`src/common/tank_pkg.sv`:
```
// ----------------------------------------------------------
// grid, timing and encoding constants for the enemy tank
// coordinates are 5 bits, so the grid may not exceed 32 cells
// on a side
// ----------------------------------------------------------
`default_nettype none

package tank_pkg;

	// ----------------------------------------------------------
	// types
	// ----------------------------------------------------------
	typedef logic [4:0] coord_t;       // grid cell index
	typedef logic [1:0] dir_t;         // facing
	typedef logic [1:0] slot_t;        // spawn corner
	typedef logic [4:0] score_t;       // kill count
	typedef logic [2:0] tick_cnt_t;    // divider countdown
	typedef logic [2:0] reward_cnt_t;  // reward countdown, in move ticks

	// facing encodings, up means decreasing y
	localparam dir_t DIR_UP    = 2'd0;
	localparam dir_t DIR_DOWN  = 2'd1;
	localparam dir_t DIR_LEFT  = 2'd2;
	localparam dir_t DIR_RIGHT = 2'd3;

	// ----------------------------------------------------------
	// grid
	// ----------------------------------------------------------
	localparam int GRID_W = 25;  // x runs 0..24
	localparam int GRID_H = 13;  // y runs 0..12

	localparam coord_t SPAWN0_X = 5'd0;
	localparam coord_t SPAWN0_Y = 5'd0;
	localparam coord_t SPAWN1_X = 5'd24;
	localparam coord_t SPAWN1_Y = 5'd0;
	localparam coord_t SPAWN2_X = 5'd0;
	localparam coord_t SPAWN2_Y = 5'd12;
	localparam coord_t SPAWN3_X = 5'd24;
	localparam coord_t SPAWN3_Y = 5'd12;

	// ----------------------------------------------------------
	// timing
	// ----------------------------------------------------------
	localparam int MOVE_DIV     = 4;  // clk cycles per move tick
	localparam int SHELL_DIV    = 2;  // clk cycles per shell tick
	localparam int REWARD_TICKS = 6;  // move ticks per freeze or laser grant

	localparam int SCORE_MAX = 31;  // score saturates here

endpackage

`default_nettype wire

```
`src/common/tank_pos_if.sv`:
```
// ----------------------------------------------------------
// enemy tank state as seen by the judge and the gun
// only the owner drives, everything else reads
// ----------------------------------------------------------
`default_nettype none

interface tank_pos_if;
	import tank_pkg::*;

	coord_t x;      // current cell
	coord_t y;
	dir_t   dir;    // last step direction
	logic   alive;
	logic   fire;   // lined up with the player

	modport owner (output x, y, dir, alive, fire);

	modport judge (input x, y, dir, alive);

	modport gunner (input x, y, dir, fire);

endinterface

`default_nettype wire

```
`src/enemy_tank/enemy_tank_ctrl.sv`:
```
// ----------------------------------------------------------
// respawn and chase FSM, one cell per move tick
// kill wins over a move in the same cycle
// player coordinates outside the grid are never chased past the edge
// ----------------------------------------------------------
`default_nettype none

module enemy_tank_ctrl
(
	input  logic            clk,
	input  logic            rst_n,
	input  logic            enable,
	input  logic            move_tick,
	input  logic            freeze,
	input  logic            kill,
	input  logic            respawn_req,
	input  tank_pkg::slot_t  spawn_slot,
	input  tank_pkg::coord_t player_x,
	input  tank_pkg::coord_t player_y,
	tank_pos_if.owner       pos
);
	import tank_pkg::*;

	typedef enum logic
	{
		DEAD,
		HUNT
	} state_t;

	state_t state;
	coord_t x_q;
	coord_t y_q;
	dir_t   dir_q;

	coord_t spawn_x;
	coord_t spawn_y;

	coord_t h_dis;
	coord_t v_dis;
	logic   same_col;
	logic   same_row;
	logic   on_cell;
	logic   go_h;
	logic   go_v;

	coord_t next_x;
	coord_t next_y;
	dir_t   next_dir;

	// ----------------------------------------------------------
	// relation to the player
	// ----------------------------------------------------------
	assign same_col = (x_q == player_x);
	assign same_row = (y_q == player_y);
	assign on_cell  = same_col && same_row;
	assign h_dis    = (x_q > player_x) ? (x_q - player_x) : (player_x - x_q);
	assign v_dis    = (y_q > player_y) ? (y_q - player_y) : (player_y - y_q);

	always_comb
	begin
		case (spawn_slot)
			2'd0:
			begin
				spawn_x = SPAWN0_X;
				spawn_y = SPAWN0_Y;
			end
			2'd1:
			begin
				spawn_x = SPAWN1_X;
				spawn_y = SPAWN1_Y;
			end
			2'd2:
			begin
				spawn_x = SPAWN2_X;
				spawn_y = SPAWN2_Y;
			end
			default:
			begin
				spawn_x = SPAWN3_X;
				spawn_y = SPAWN3_Y;
			end
		endcase
	end

	// ----------------------------------------------------------
	// chase rule
	// ----------------------------------------------------------
	always_comb
	begin
		go_h = 1'b0;
		go_v = 1'b0;
		if (on_cell)
			go_h = 1'b0;               // sit on the player
		else if (same_col)
			go_v = 1'b1;
		else if (same_row)
			go_h = 1'b1;
		else if (h_dis < v_dis)
			go_h = 1'b1;               // close the short gap first
		else
			go_v = 1'b1;

		next_x   = x_q;
		next_y   = y_q;
		next_dir = dir_q;
		if (go_h)
		begin
			if (player_x > x_q && x_q < coord_t'(GRID_W - 1))
			begin
				next_x   = x_q + 5'd1;
				next_dir = DIR_RIGHT;
			end
			else if (player_x < x_q)
			begin
				next_x   = x_q - 5'd1;
				next_dir = DIR_LEFT;
			end
		end
		if (go_v)
		begin
			if (player_y > y_q && y_q < coord_t'(GRID_H - 1))
			begin
				next_y   = y_q + 5'd1;
				next_dir = DIR_DOWN;
			end
			else if (player_y < y_q)
			begin
				next_y   = y_q - 5'd1;
				next_dir = DIR_UP;
			end
		end
	end

	// ----------------------------------------------------------
	// state and position
	// ----------------------------------------------------------
	always_ff @(posedge clk)
	begin
		if (!rst_n)
		begin
			state <= DEAD;
			x_q   <= '0;
			y_q   <= '0;
			dir_q <= DIR_DOWN;
		end
		else if (enable)
		begin
			case (state)
				DEAD:
				begin
					if (respawn_req)
					begin
						state <= HUNT;
						x_q   <= spawn_x;
						y_q   <= spawn_y;
						dir_q <= DIR_DOWN;   // always enters facing down
					end
				end
				HUNT:
				begin
					if (kill)
						state <= DEAD;
					else if (move_tick && !freeze)
					begin
						x_q   <= next_x;
						y_q   <= next_y;
						dir_q <= next_dir;
					end
				end
				default:
					state <= DEAD;
			endcase
		end
	end

	assign pos.x     = x_q;
	assign pos.y     = y_q;
	assign pos.dir   = dir_q;
	assign pos.alive = (state == HUNT);
	assign pos.fire  = (state == HUNT) && (same_row || same_col) && !on_cell;

endmodule

`default_nettype wire

```
`src/enemy_tank/enemy_hit_judge.sv`:
```
// ----------------------------------------------------------
// body, bullet and laser hit detection plus the kill score
// kill is combinational and drops once the tank goes dead
// score holds at 0 while the game is disabled
// ----------------------------------------------------------
`default_nettype none

module enemy_hit_judge
(
	input  logic             clk,
	input  logic             rst_n,
	input  logic             enable,
	input  logic             laser,
	input  tank_pkg::coord_t player_x,
	input  tank_pkg::coord_t player_y,
	input  tank_pkg::dir_t   player_dir,
	input  logic             pbul_valid,
	input  tank_pkg::coord_t pbul_x,
	input  tank_pkg::coord_t pbul_y,
	tank_pos_if.judge        pos,
	output logic             kill,
	output tank_pkg::score_t score
);
	import tank_pkg::*;

	logic body_hit;
	logic bullet_hit;
	logic laser_hit;
	logic beam_col;
	logic beam_row;

	// ----------------------------------------------------------
	// hit conditions
	// ----------------------------------------------------------
	assign body_hit   = (pos.x == player_x) && (pos.y == player_y);
	assign bullet_hit = pbul_valid && (pos.x == pbul_x) && (pos.y == pbul_y);

	// beam runs from the player along its facing to the grid edge
	assign beam_col = (pos.x == player_x) &&
		((player_dir == DIR_UP && pos.y < player_y) ||
		 (player_dir == DIR_DOWN && pos.y > player_y));
	assign beam_row = (pos.y == player_y) &&
		((player_dir == DIR_LEFT && pos.x < player_x) ||
		 (player_dir == DIR_RIGHT && pos.x > player_x));
	assign laser_hit = laser && (beam_col || beam_row);

	assign kill = pos.alive && (body_hit || bullet_hit || laser_hit);

	// ----------------------------------------------------------
	// score
	// ----------------------------------------------------------
	always_ff @(posedge clk)
	begin
		if (!rst_n)
			score <= '0;
		else if (!enable)
			score <= '0;                             // cleared between games
		else if (kill && score != score_t'(SCORE_MAX))
			score <= score + 5'd1;                   // saturating
	end

endmodule

`default_nettype wire

```
`src/design/game_tick.sv`:
```
// ----------------------------------------------------------
// move and shell strobes from clk, one cycle wide
// counters restart while enable is low
// ----------------------------------------------------------
`default_nettype none

module game_tick
(
	input  logic clk,
	input  logic rst_n,
	input  logic enable,
	output logic move_tick,
	output logic shell_tick
);
	import tank_pkg::*;

	tick_cnt_t  cnt [2];  // 0 move, 1 shell
	logic [1:0] strobe;

	function automatic tick_cnt_t reload_val(input int unsigned idx);
		if (idx == 0)
			return tick_cnt_t'(MOVE_DIV - 1);
		return tick_cnt_t'(SHELL_DIV - 1);
	endfunction

	always_ff @(posedge clk)
	begin
		for (int unsigned i = 0; i < 2; i++)
		begin
			if (!rst_n || !enable)
			begin
				cnt[i]    <= reload_val(i);
				strobe[i] <= 1'b0;
			end
			else
			begin
				strobe[i] <= (cnt[i] == '0);
				cnt[i]    <= (cnt[i] == '0) ? reload_val(i) : cnt[i] - 3'd1;
			end
		end
	end

	assign move_tick  = strobe[0];
	assign shell_tick = strobe[1];

endmodule

`default_nettype wire

```
`src/design/reward_regs.sv`:
```
// ----------------------------------------------------------
// freeze and laser countdowns, measured in move ticks
// a new grant reloads the full count, also mid-countdown
// ----------------------------------------------------------
`default_nettype none

module reward_regs
(
	input  logic clk,
	input  logic rst_n,
	input  logic enable,
	input  logic move_tick,
	input  logic freeze_grant,
	input  logic laser_grant,
	output logic freeze,
	output logic laser
);
	import tank_pkg::*;

	reward_cnt_t cnt [2];  // 0 freeze, 1 laser
	logic [1:0]  grant;

	assign grant = {laser_grant, freeze_grant};

	// ----------------------------------------------------------
	// countdowns
	// ----------------------------------------------------------
	always_ff @(posedge clk)
	begin
		for (int unsigned i = 0; i < 2; i++)
		begin
			if (!rst_n || !enable)
				cnt[i] <= '0;
			else if (grant[i])
				cnt[i] <= reward_cnt_t'(REWARD_TICKS);  // grant beats the tick
			else if (move_tick && cnt[i] != '0)
				cnt[i] <= cnt[i] - 3'd1;
		end
	end

	assign freeze = (cnt[0] != '0);
	assign laser  = (cnt[1] != '0);

endmodule

`default_nettype wire

```
`src/design/enemy_shell.sv`:
```
// ----------------------------------------------------------
// single enemy shell, launched from the tank cell on fire
// travels one cell per shell tick until the edge or the player
// keeps flying after the tank dies
// ----------------------------------------------------------
`default_nettype none

module enemy_shell
(
	input  logic             clk,
	input  logic             rst_n,
	input  logic             enable,
	input  logic             shell_tick,
	input  tank_pkg::coord_t player_x,
	input  tank_pkg::coord_t player_y,
	tank_pos_if.gunner       pos,
	output logic             shell_valid,
	output tank_pkg::coord_t shell_x,
	output tank_pkg::coord_t shell_y,
	output logic             player_hit
);
	import tank_pkg::*;

	dir_t   shell_dir;
	coord_t step_x;
	coord_t step_y;
	logic   at_edge;

	// ----------------------------------------------------------
	// next cell along the flight line
	// ----------------------------------------------------------
	always_comb
	begin
		step_x  = shell_x;
		step_y  = shell_y;
		at_edge = 1'b0;
		case (shell_dir)
			DIR_UP:
			begin
				at_edge = (shell_y == '0);
				step_y  = shell_y - 5'd1;
			end
			DIR_DOWN:
			begin
				at_edge = (shell_y == coord_t'(GRID_H - 1));
				step_y  = shell_y + 5'd1;
			end
			DIR_LEFT:
			begin
				at_edge = (shell_x == '0);
				step_x  = shell_x - 5'd1;
			end
			default:
			begin
				at_edge = (shell_x == coord_t'(GRID_W - 1));
				step_x  = shell_x + 5'd1;
			end
		endcase
	end

	always_ff @(posedge clk)
	begin
		if (!rst_n)
		begin
			shell_valid <= 1'b0;
			player_hit  <= 1'b0;
		end
		else
		begin
			player_hit <= 1'b0;                      // pulse only
			if (enable && shell_tick)
			begin
				if (!shell_valid)
					shell_valid <= pos.fire;
				else if (at_edge)
					shell_valid <= 1'b0;             // would leave the grid
				else if (step_x == player_x && step_y == player_y)
				begin
					shell_valid <= 1'b0;
					player_hit  <= 1'b1;
				end
			end
		end
	end

	// position and heading carry no reset, valid qualifies them
	always_ff @(posedge clk)
	begin
		if (enable && shell_tick)
		begin
			if (!shell_valid)
			begin
				shell_x   <= pos.x;
				shell_y   <= pos.y;
				shell_dir <= pos.dir;
			end
			else if (!at_edge)
			begin
				shell_x <= step_x;
				shell_y <= step_y;
			end
		end
	end

endmodule

`default_nettype wire

```
`src/design/tank_arena_top.sv`:
```
// ----------------------------------------------------------
// enemy tank, its shell and the score on a single clk
// player, bullet and rewards come in as plain levels and pulses
// ----------------------------------------------------------
`default_nettype none

module tank_arena_top
(
	input  logic             clk,
	input  logic             rst_n,
	input  logic             enable,
	input  logic             respawn_req,
	input  tank_pkg::slot_t  spawn_slot,
	input  tank_pkg::coord_t player_x,
	input  tank_pkg::coord_t player_y,
	input  tank_pkg::dir_t   player_dir,
	input  logic             pbul_valid,
	input  tank_pkg::coord_t pbul_x,
	input  tank_pkg::coord_t pbul_y,
	input  logic             freeze_grant,
	input  logic             laser_grant,
	output tank_pkg::coord_t enemy_x,
	output tank_pkg::coord_t enemy_y,
	output tank_pkg::dir_t   enemy_dir,
	output logic             enemy_alive,
	output tank_pkg::score_t score,
	output logic             shell_valid,
	output tank_pkg::coord_t shell_x,
	output tank_pkg::coord_t shell_y,
	output logic             player_hit
);

	logic move_tick;
	logic shell_tick;
	logic freeze;
	logic laser;
	logic kill;

	tank_pos_if pos_bus ();

	// ----------------------------------------------------------
	// timing and rewards
	// ----------------------------------------------------------
	game_tick u_game_tick
	(
		.clk        (clk),
		.rst_n      (rst_n),
		.enable     (enable),
		.move_tick  (move_tick),
		.shell_tick (shell_tick)
	);

	reward_regs u_reward_regs
	(
		.clk          (clk),
		.rst_n        (rst_n),
		.enable       (enable),
		.move_tick    (move_tick),
		.freeze_grant (freeze_grant),
		.laser_grant  (laser_grant),
		.freeze       (freeze),
		.laser        (laser)
	);

	// ----------------------------------------------------------
	// enemy tank, judge and shell
	// ----------------------------------------------------------
	enemy_tank_ctrl u_enemy_tank_ctrl
	(
		.clk         (clk),
		.rst_n       (rst_n),
		.enable      (enable),
		.move_tick   (move_tick),
		.freeze      (freeze),
		.kill        (kill),
		.respawn_req (respawn_req),
		.spawn_slot  (spawn_slot),
		.player_x    (player_x),
		.player_y    (player_y),
		.pos         (pos_bus.owner)
	);

	enemy_hit_judge u_enemy_hit_judge
	(
		.clk        (clk),
		.rst_n      (rst_n),
		.enable     (enable),
		.laser      (laser),
		.player_x   (player_x),
		.player_y   (player_y),
		.player_dir (player_dir),
		.pbul_valid (pbul_valid),
		.pbul_x     (pbul_x),
		.pbul_y     (pbul_y),
		.pos        (pos_bus.judge),
		.kill       (kill),
		.score      (score)
	);

	enemy_shell u_enemy_shell
	(
		.clk         (clk),
		.rst_n       (rst_n),
		.enable      (enable),
		.shell_tick  (shell_tick),
		.player_x    (player_x),
		.player_y    (player_y),
		.pos         (pos_bus.gunner),
		.shell_valid (shell_valid),
		.shell_x     (shell_x),
		.shell_y     (shell_y),
		.player_hit  (player_hit)
	);

	assign enemy_x     = pos_bus.x;
	assign enemy_y     = pos_bus.y;
	assign enemy_dir   = pos_bus.dir;
	assign enemy_alive = pos_bus.alive;

endmodule

`default_nettype wire

```
`config.mk`:
```
export PLATFORM = sky130hd
export DESIGN_NAME = tank_arena_top
export DESIGN_NICKNAME = d
export VERILOG_FILES = /design/src/common/tank_pkg.sv /design/src/common/tank_pos_if.sv /design/src/enemy_tank/enemy_tank_ctrl.sv /design/src/enemy_tank/enemy_hit_judge.sv /design/src/design/game_tick.sv /design/src/design/reward_regs.sv /design/src/design/enemy_shell.sv /design/src/design/tank_arena_top.sv
export SDC_FILE = /design/constraint.sdc
export NUM_CORES = 1
export LEC_CHECK = 0
export BUFFER_PORTS_ARGS = -buffer_cell sky130_fd_sc_hd__buf_4
export CAP_MARGIN = 20
export CORE_ASPECT_RATIO = 1.75
export CORE_UTILIZATION = 55
export CTS_CLUSTER_SIZE = 20
export DETAILED_ROUTE_END_ITERATION = 7
export PLACE_DENSITY_LB_ADDON = 0.1
export RECOVER_POWER = 100
export SLEW_MARGIN = 20
export SYNTH_ARGS = -nofsm -noshare
export SYNTH_HDL_FRONTEND = slang
export SYNTH_SLANG_ARGS = --single-unit
```
`constraint.sdc`:
```
create_clock -name clk -period 9.1 [get_ports clk]
set_clock_uncertainty 0.15 [all_clocks]
set_input_delay 0.91 -clock clk [delete_from_list [all_inputs] [get_ports clk]]
set_output_delay 0.91 -clock clk [all_outputs]
set_load 0.02 [all_outputs]
```
==> flow_summary.ini <==
[sta]
final_hold_viol_count = 0
max_freq_mhz = 204.9
finalMaxSlewViolations = 0
fin_crit_ns = 4.880
setup_viol = 0
maxSlewHeadroom = 0.2878
tightest_slew_ns = 1.068
post-route-period-util = 0.5363
rsz0062_at_grt = no
fin_setup_tns_ns = 0

[synth]
synth_seq_cells = 46
dominantRegCellSynth = dfxtp_1
synth_compound_area_frac = 0.1716
synth_area_leaders = ha_1 14%, dfxtp_1 14%, edfxtp_1 14%
synthMuxAreaShare = 0.04406
ys_seq_area_frac = 0.2750
synth_edf_count = 18
syn_nets = 557
synthArstFlopShare = 0
synth_top_area_frac = 0.1438
netlist_instances = 472
synth.avg_cell_area_um2 = 8.483
synth_top_family_by_area = adder cells
synth_simple_gate_area_share = 0.1653
yosys.area_share.adder = 0.1838
yosysTopAreaCell = ha_1
syn_area_mm2 = 0.004004
ys_warn_count = 0
synthXorXnorAreaFrac = 0.1006
synth.distinct_cells = 50

[floorplanning]
core_area_mm2 = 0.006957
die_x_um = 66.50
initial_core_util = 0.5755
pin_count = 61
die_y_um = 114.9
row_count = 40
dieArea_mm2 = 0.007638

[global_routing]
grt_pass1_vias = 3522
grt_antenna_before_repair = 0
grt_max_degree = 26
gr-total-overflow = 0
globalRouteTotalUtil = 0.2724
grt_pass1_wl_um = 15590

[run_status]
status = finished clean

[worst_setup_path]
worstPathMaxFanout = 7
cp_cell_sequence = clkbuf_1, inv_1, ha_1, nand3_1, o21bai_1, a21oi_1, mux2i_1, o21ai_0, a221oi_1, xor2_1, ha_1, o21ai_0, a21oi_1, o21ai_0, o211ai_1, a21o_1, a32o_1
crit_top_cell = o21ai_0
cp_num_buf_inv = 2
cp_top_family = compound AO/OA/AOI/OAI gates
critPathArrivalTime_ns = 4.92
max_stage_delay_ns = 0.55
timing_worst_setup_path_type = in2reg
startpoint_type = input pin
cp.required_ns = 9.14
slowest_stage = a21oi_1
end_kind = register

[route]
finalWirelength_um = 9867
wire_per_inst_um = 16.18
drc = 0
ant_nets = 0
via_count = 3547
vias_per_cell = 5.815
drt-pass1-iter-count = 4
drtIter0Drc = 113

[layout]
layout_common_cells = 49 x inv_1, 46 x ha_1, 45 x nor2_1, 34 x nand2_1
layout.nets = 610
final_cell_count_no_fill = 610
final_common_cell = inv_1
area_growth_pct = 13.87
fin_util = 0.6554
layout-drive-gt1-share = 0.08555
antenna_cells = 0

[clock_tree]
cts-hold-fix-buffers = 0
clock_path_buffers = 2
clkTransAtPathRegs_ns = 0.07
cts_tree = done
root_buffer = clkbuf_16
cts_buffers = 5
cts_setup_buffers = 0
htreeDepth = 2
clkLatencyLatePin_ns = 0.30
clock-sinks = 46
cts_resized = 0

[power_and_ir_drop]
p_per_area_mw_per_mm2 = 160.8
vdd_drop_max_uv = 187.9
p_leak_uw = 0.002014

[placement]
hpwl_um = 7877
dpl.cell_count = 602
portBuffers = 60
finalWeightedCongestion = 0.9018

[hold_path]
hold_path.class = reg2reg

[flow_run]
drv_cap = 0
-- worst paths after layout --
check,startpoint,to,slack [ns],cells after the start
setup / recovery,player_y[4],u_enemy_tank_ctrl.pos.x[0],4.22,17
hold / removal,u_game_tick.cnt[0][0],u_game_tick.cnt[0][0],0.25,1
setup reg to reg,u_enemy_tank_ctrl.pos.y[4],u_enemy_tank_ctrl.pos.x[0],4.53,15
hold reg to reg,u_game_tick.cnt[0][0],u_game_tick.cnt[0][0],0.25,1
-- through the flow --
stage                     cell area (µm²)  setup WS, ns  power [µW]  hold slack [ns]
final                                4559         4.220       733.2           0.2469
after global routing                 4559         3.981       777.3           0.2747
after global placement               4504         4.354       513.3           0.2163
after CTS                            4688         4.438       740.4           0.2554
after floorplan                      4004         4.711       441.1           0.2079
after detailed placement             4504         4.149       519.4           0.2395
-- per-layer routing --
metal,routed length [µm],global-route usage,vias to the layer above,share of wire
met4,460,0.1674,0,0.047
li1,-,-,1751,-
met2,5480,0.5354,85,0.56
met1,3628,0.2526,1678,0.37
met5,0,0,-,0
met3,298,0.03274,33,0.030
-- kinds of logic (layout without fill, tap and decap cells) --
| family | after synthesis | in the layout |
|---|---|---|
| buf+inv | 63 | 117 |
| flops | 46 | 46 |
| xor+xnor | 46 | 46 |
| fa+ha+maj | 54 | 54 |
| mux | 17 | 17 |
| compound gates | 105 | 105 |
| simple gates | 141 | 141 |
-- final cells by class --
| type | instances | area [µm²] |
|---|---|---|
| Timing Repair Buffer | 60 | 330.3 |
| Clock inverter | 1 | 8.758 |
| Tap cell | 84 | 105.1 |
| Clock buffer | 7 | 175.2 |
| Fill cell | 671 | 2397 |
| Inverter | 49 | 183.9 |
| Multi-Input combinational cell | 363 | 2655 |
| Sequential cell | 46 | 1101 |
-- flip-flops by register name, summed over array words and instances (netlist names) --
name,count
u_game_tick.cnt,6
u_reward_regs.cnt,6
u_enemy_hit_judge.score,5
u_enemy_shell.shell_x,5
u_enemy_shell.shell_y,5
u_enemy_tank_ctrl.pos.x,5
u_enemy_tank_ctrl.pos.y,5
u_enemy_shell.shell_dir,2
u_enemy_tank_ctrl.pos.dir,2
u_game_tick.strobe,2
u_enemy_shell.player_hit,1
u_enemy_shell.shell_valid,1
u_enemy_tank_ctrl.pos.alive,1
-- Yosys cell counts (all sizes together), types with 11 or more instances --
cell and n:
a21oi 32, clkbuf 11, dfxtp 28, edfxtp 18
ha 46, inv 49, mux2i 12, nand2 34
nand3 15, nor2 45, o21ai 24, xnor2 30
xor2 16
-- report_power, final --
group	switching [µW]	internal [µW]	total [µW]
sequential	17.9	225	243
clock	83.8	136	220
combinational	157	114	271
total	259	475	733
Note: power is estimated with default switching activity, not from simulation.
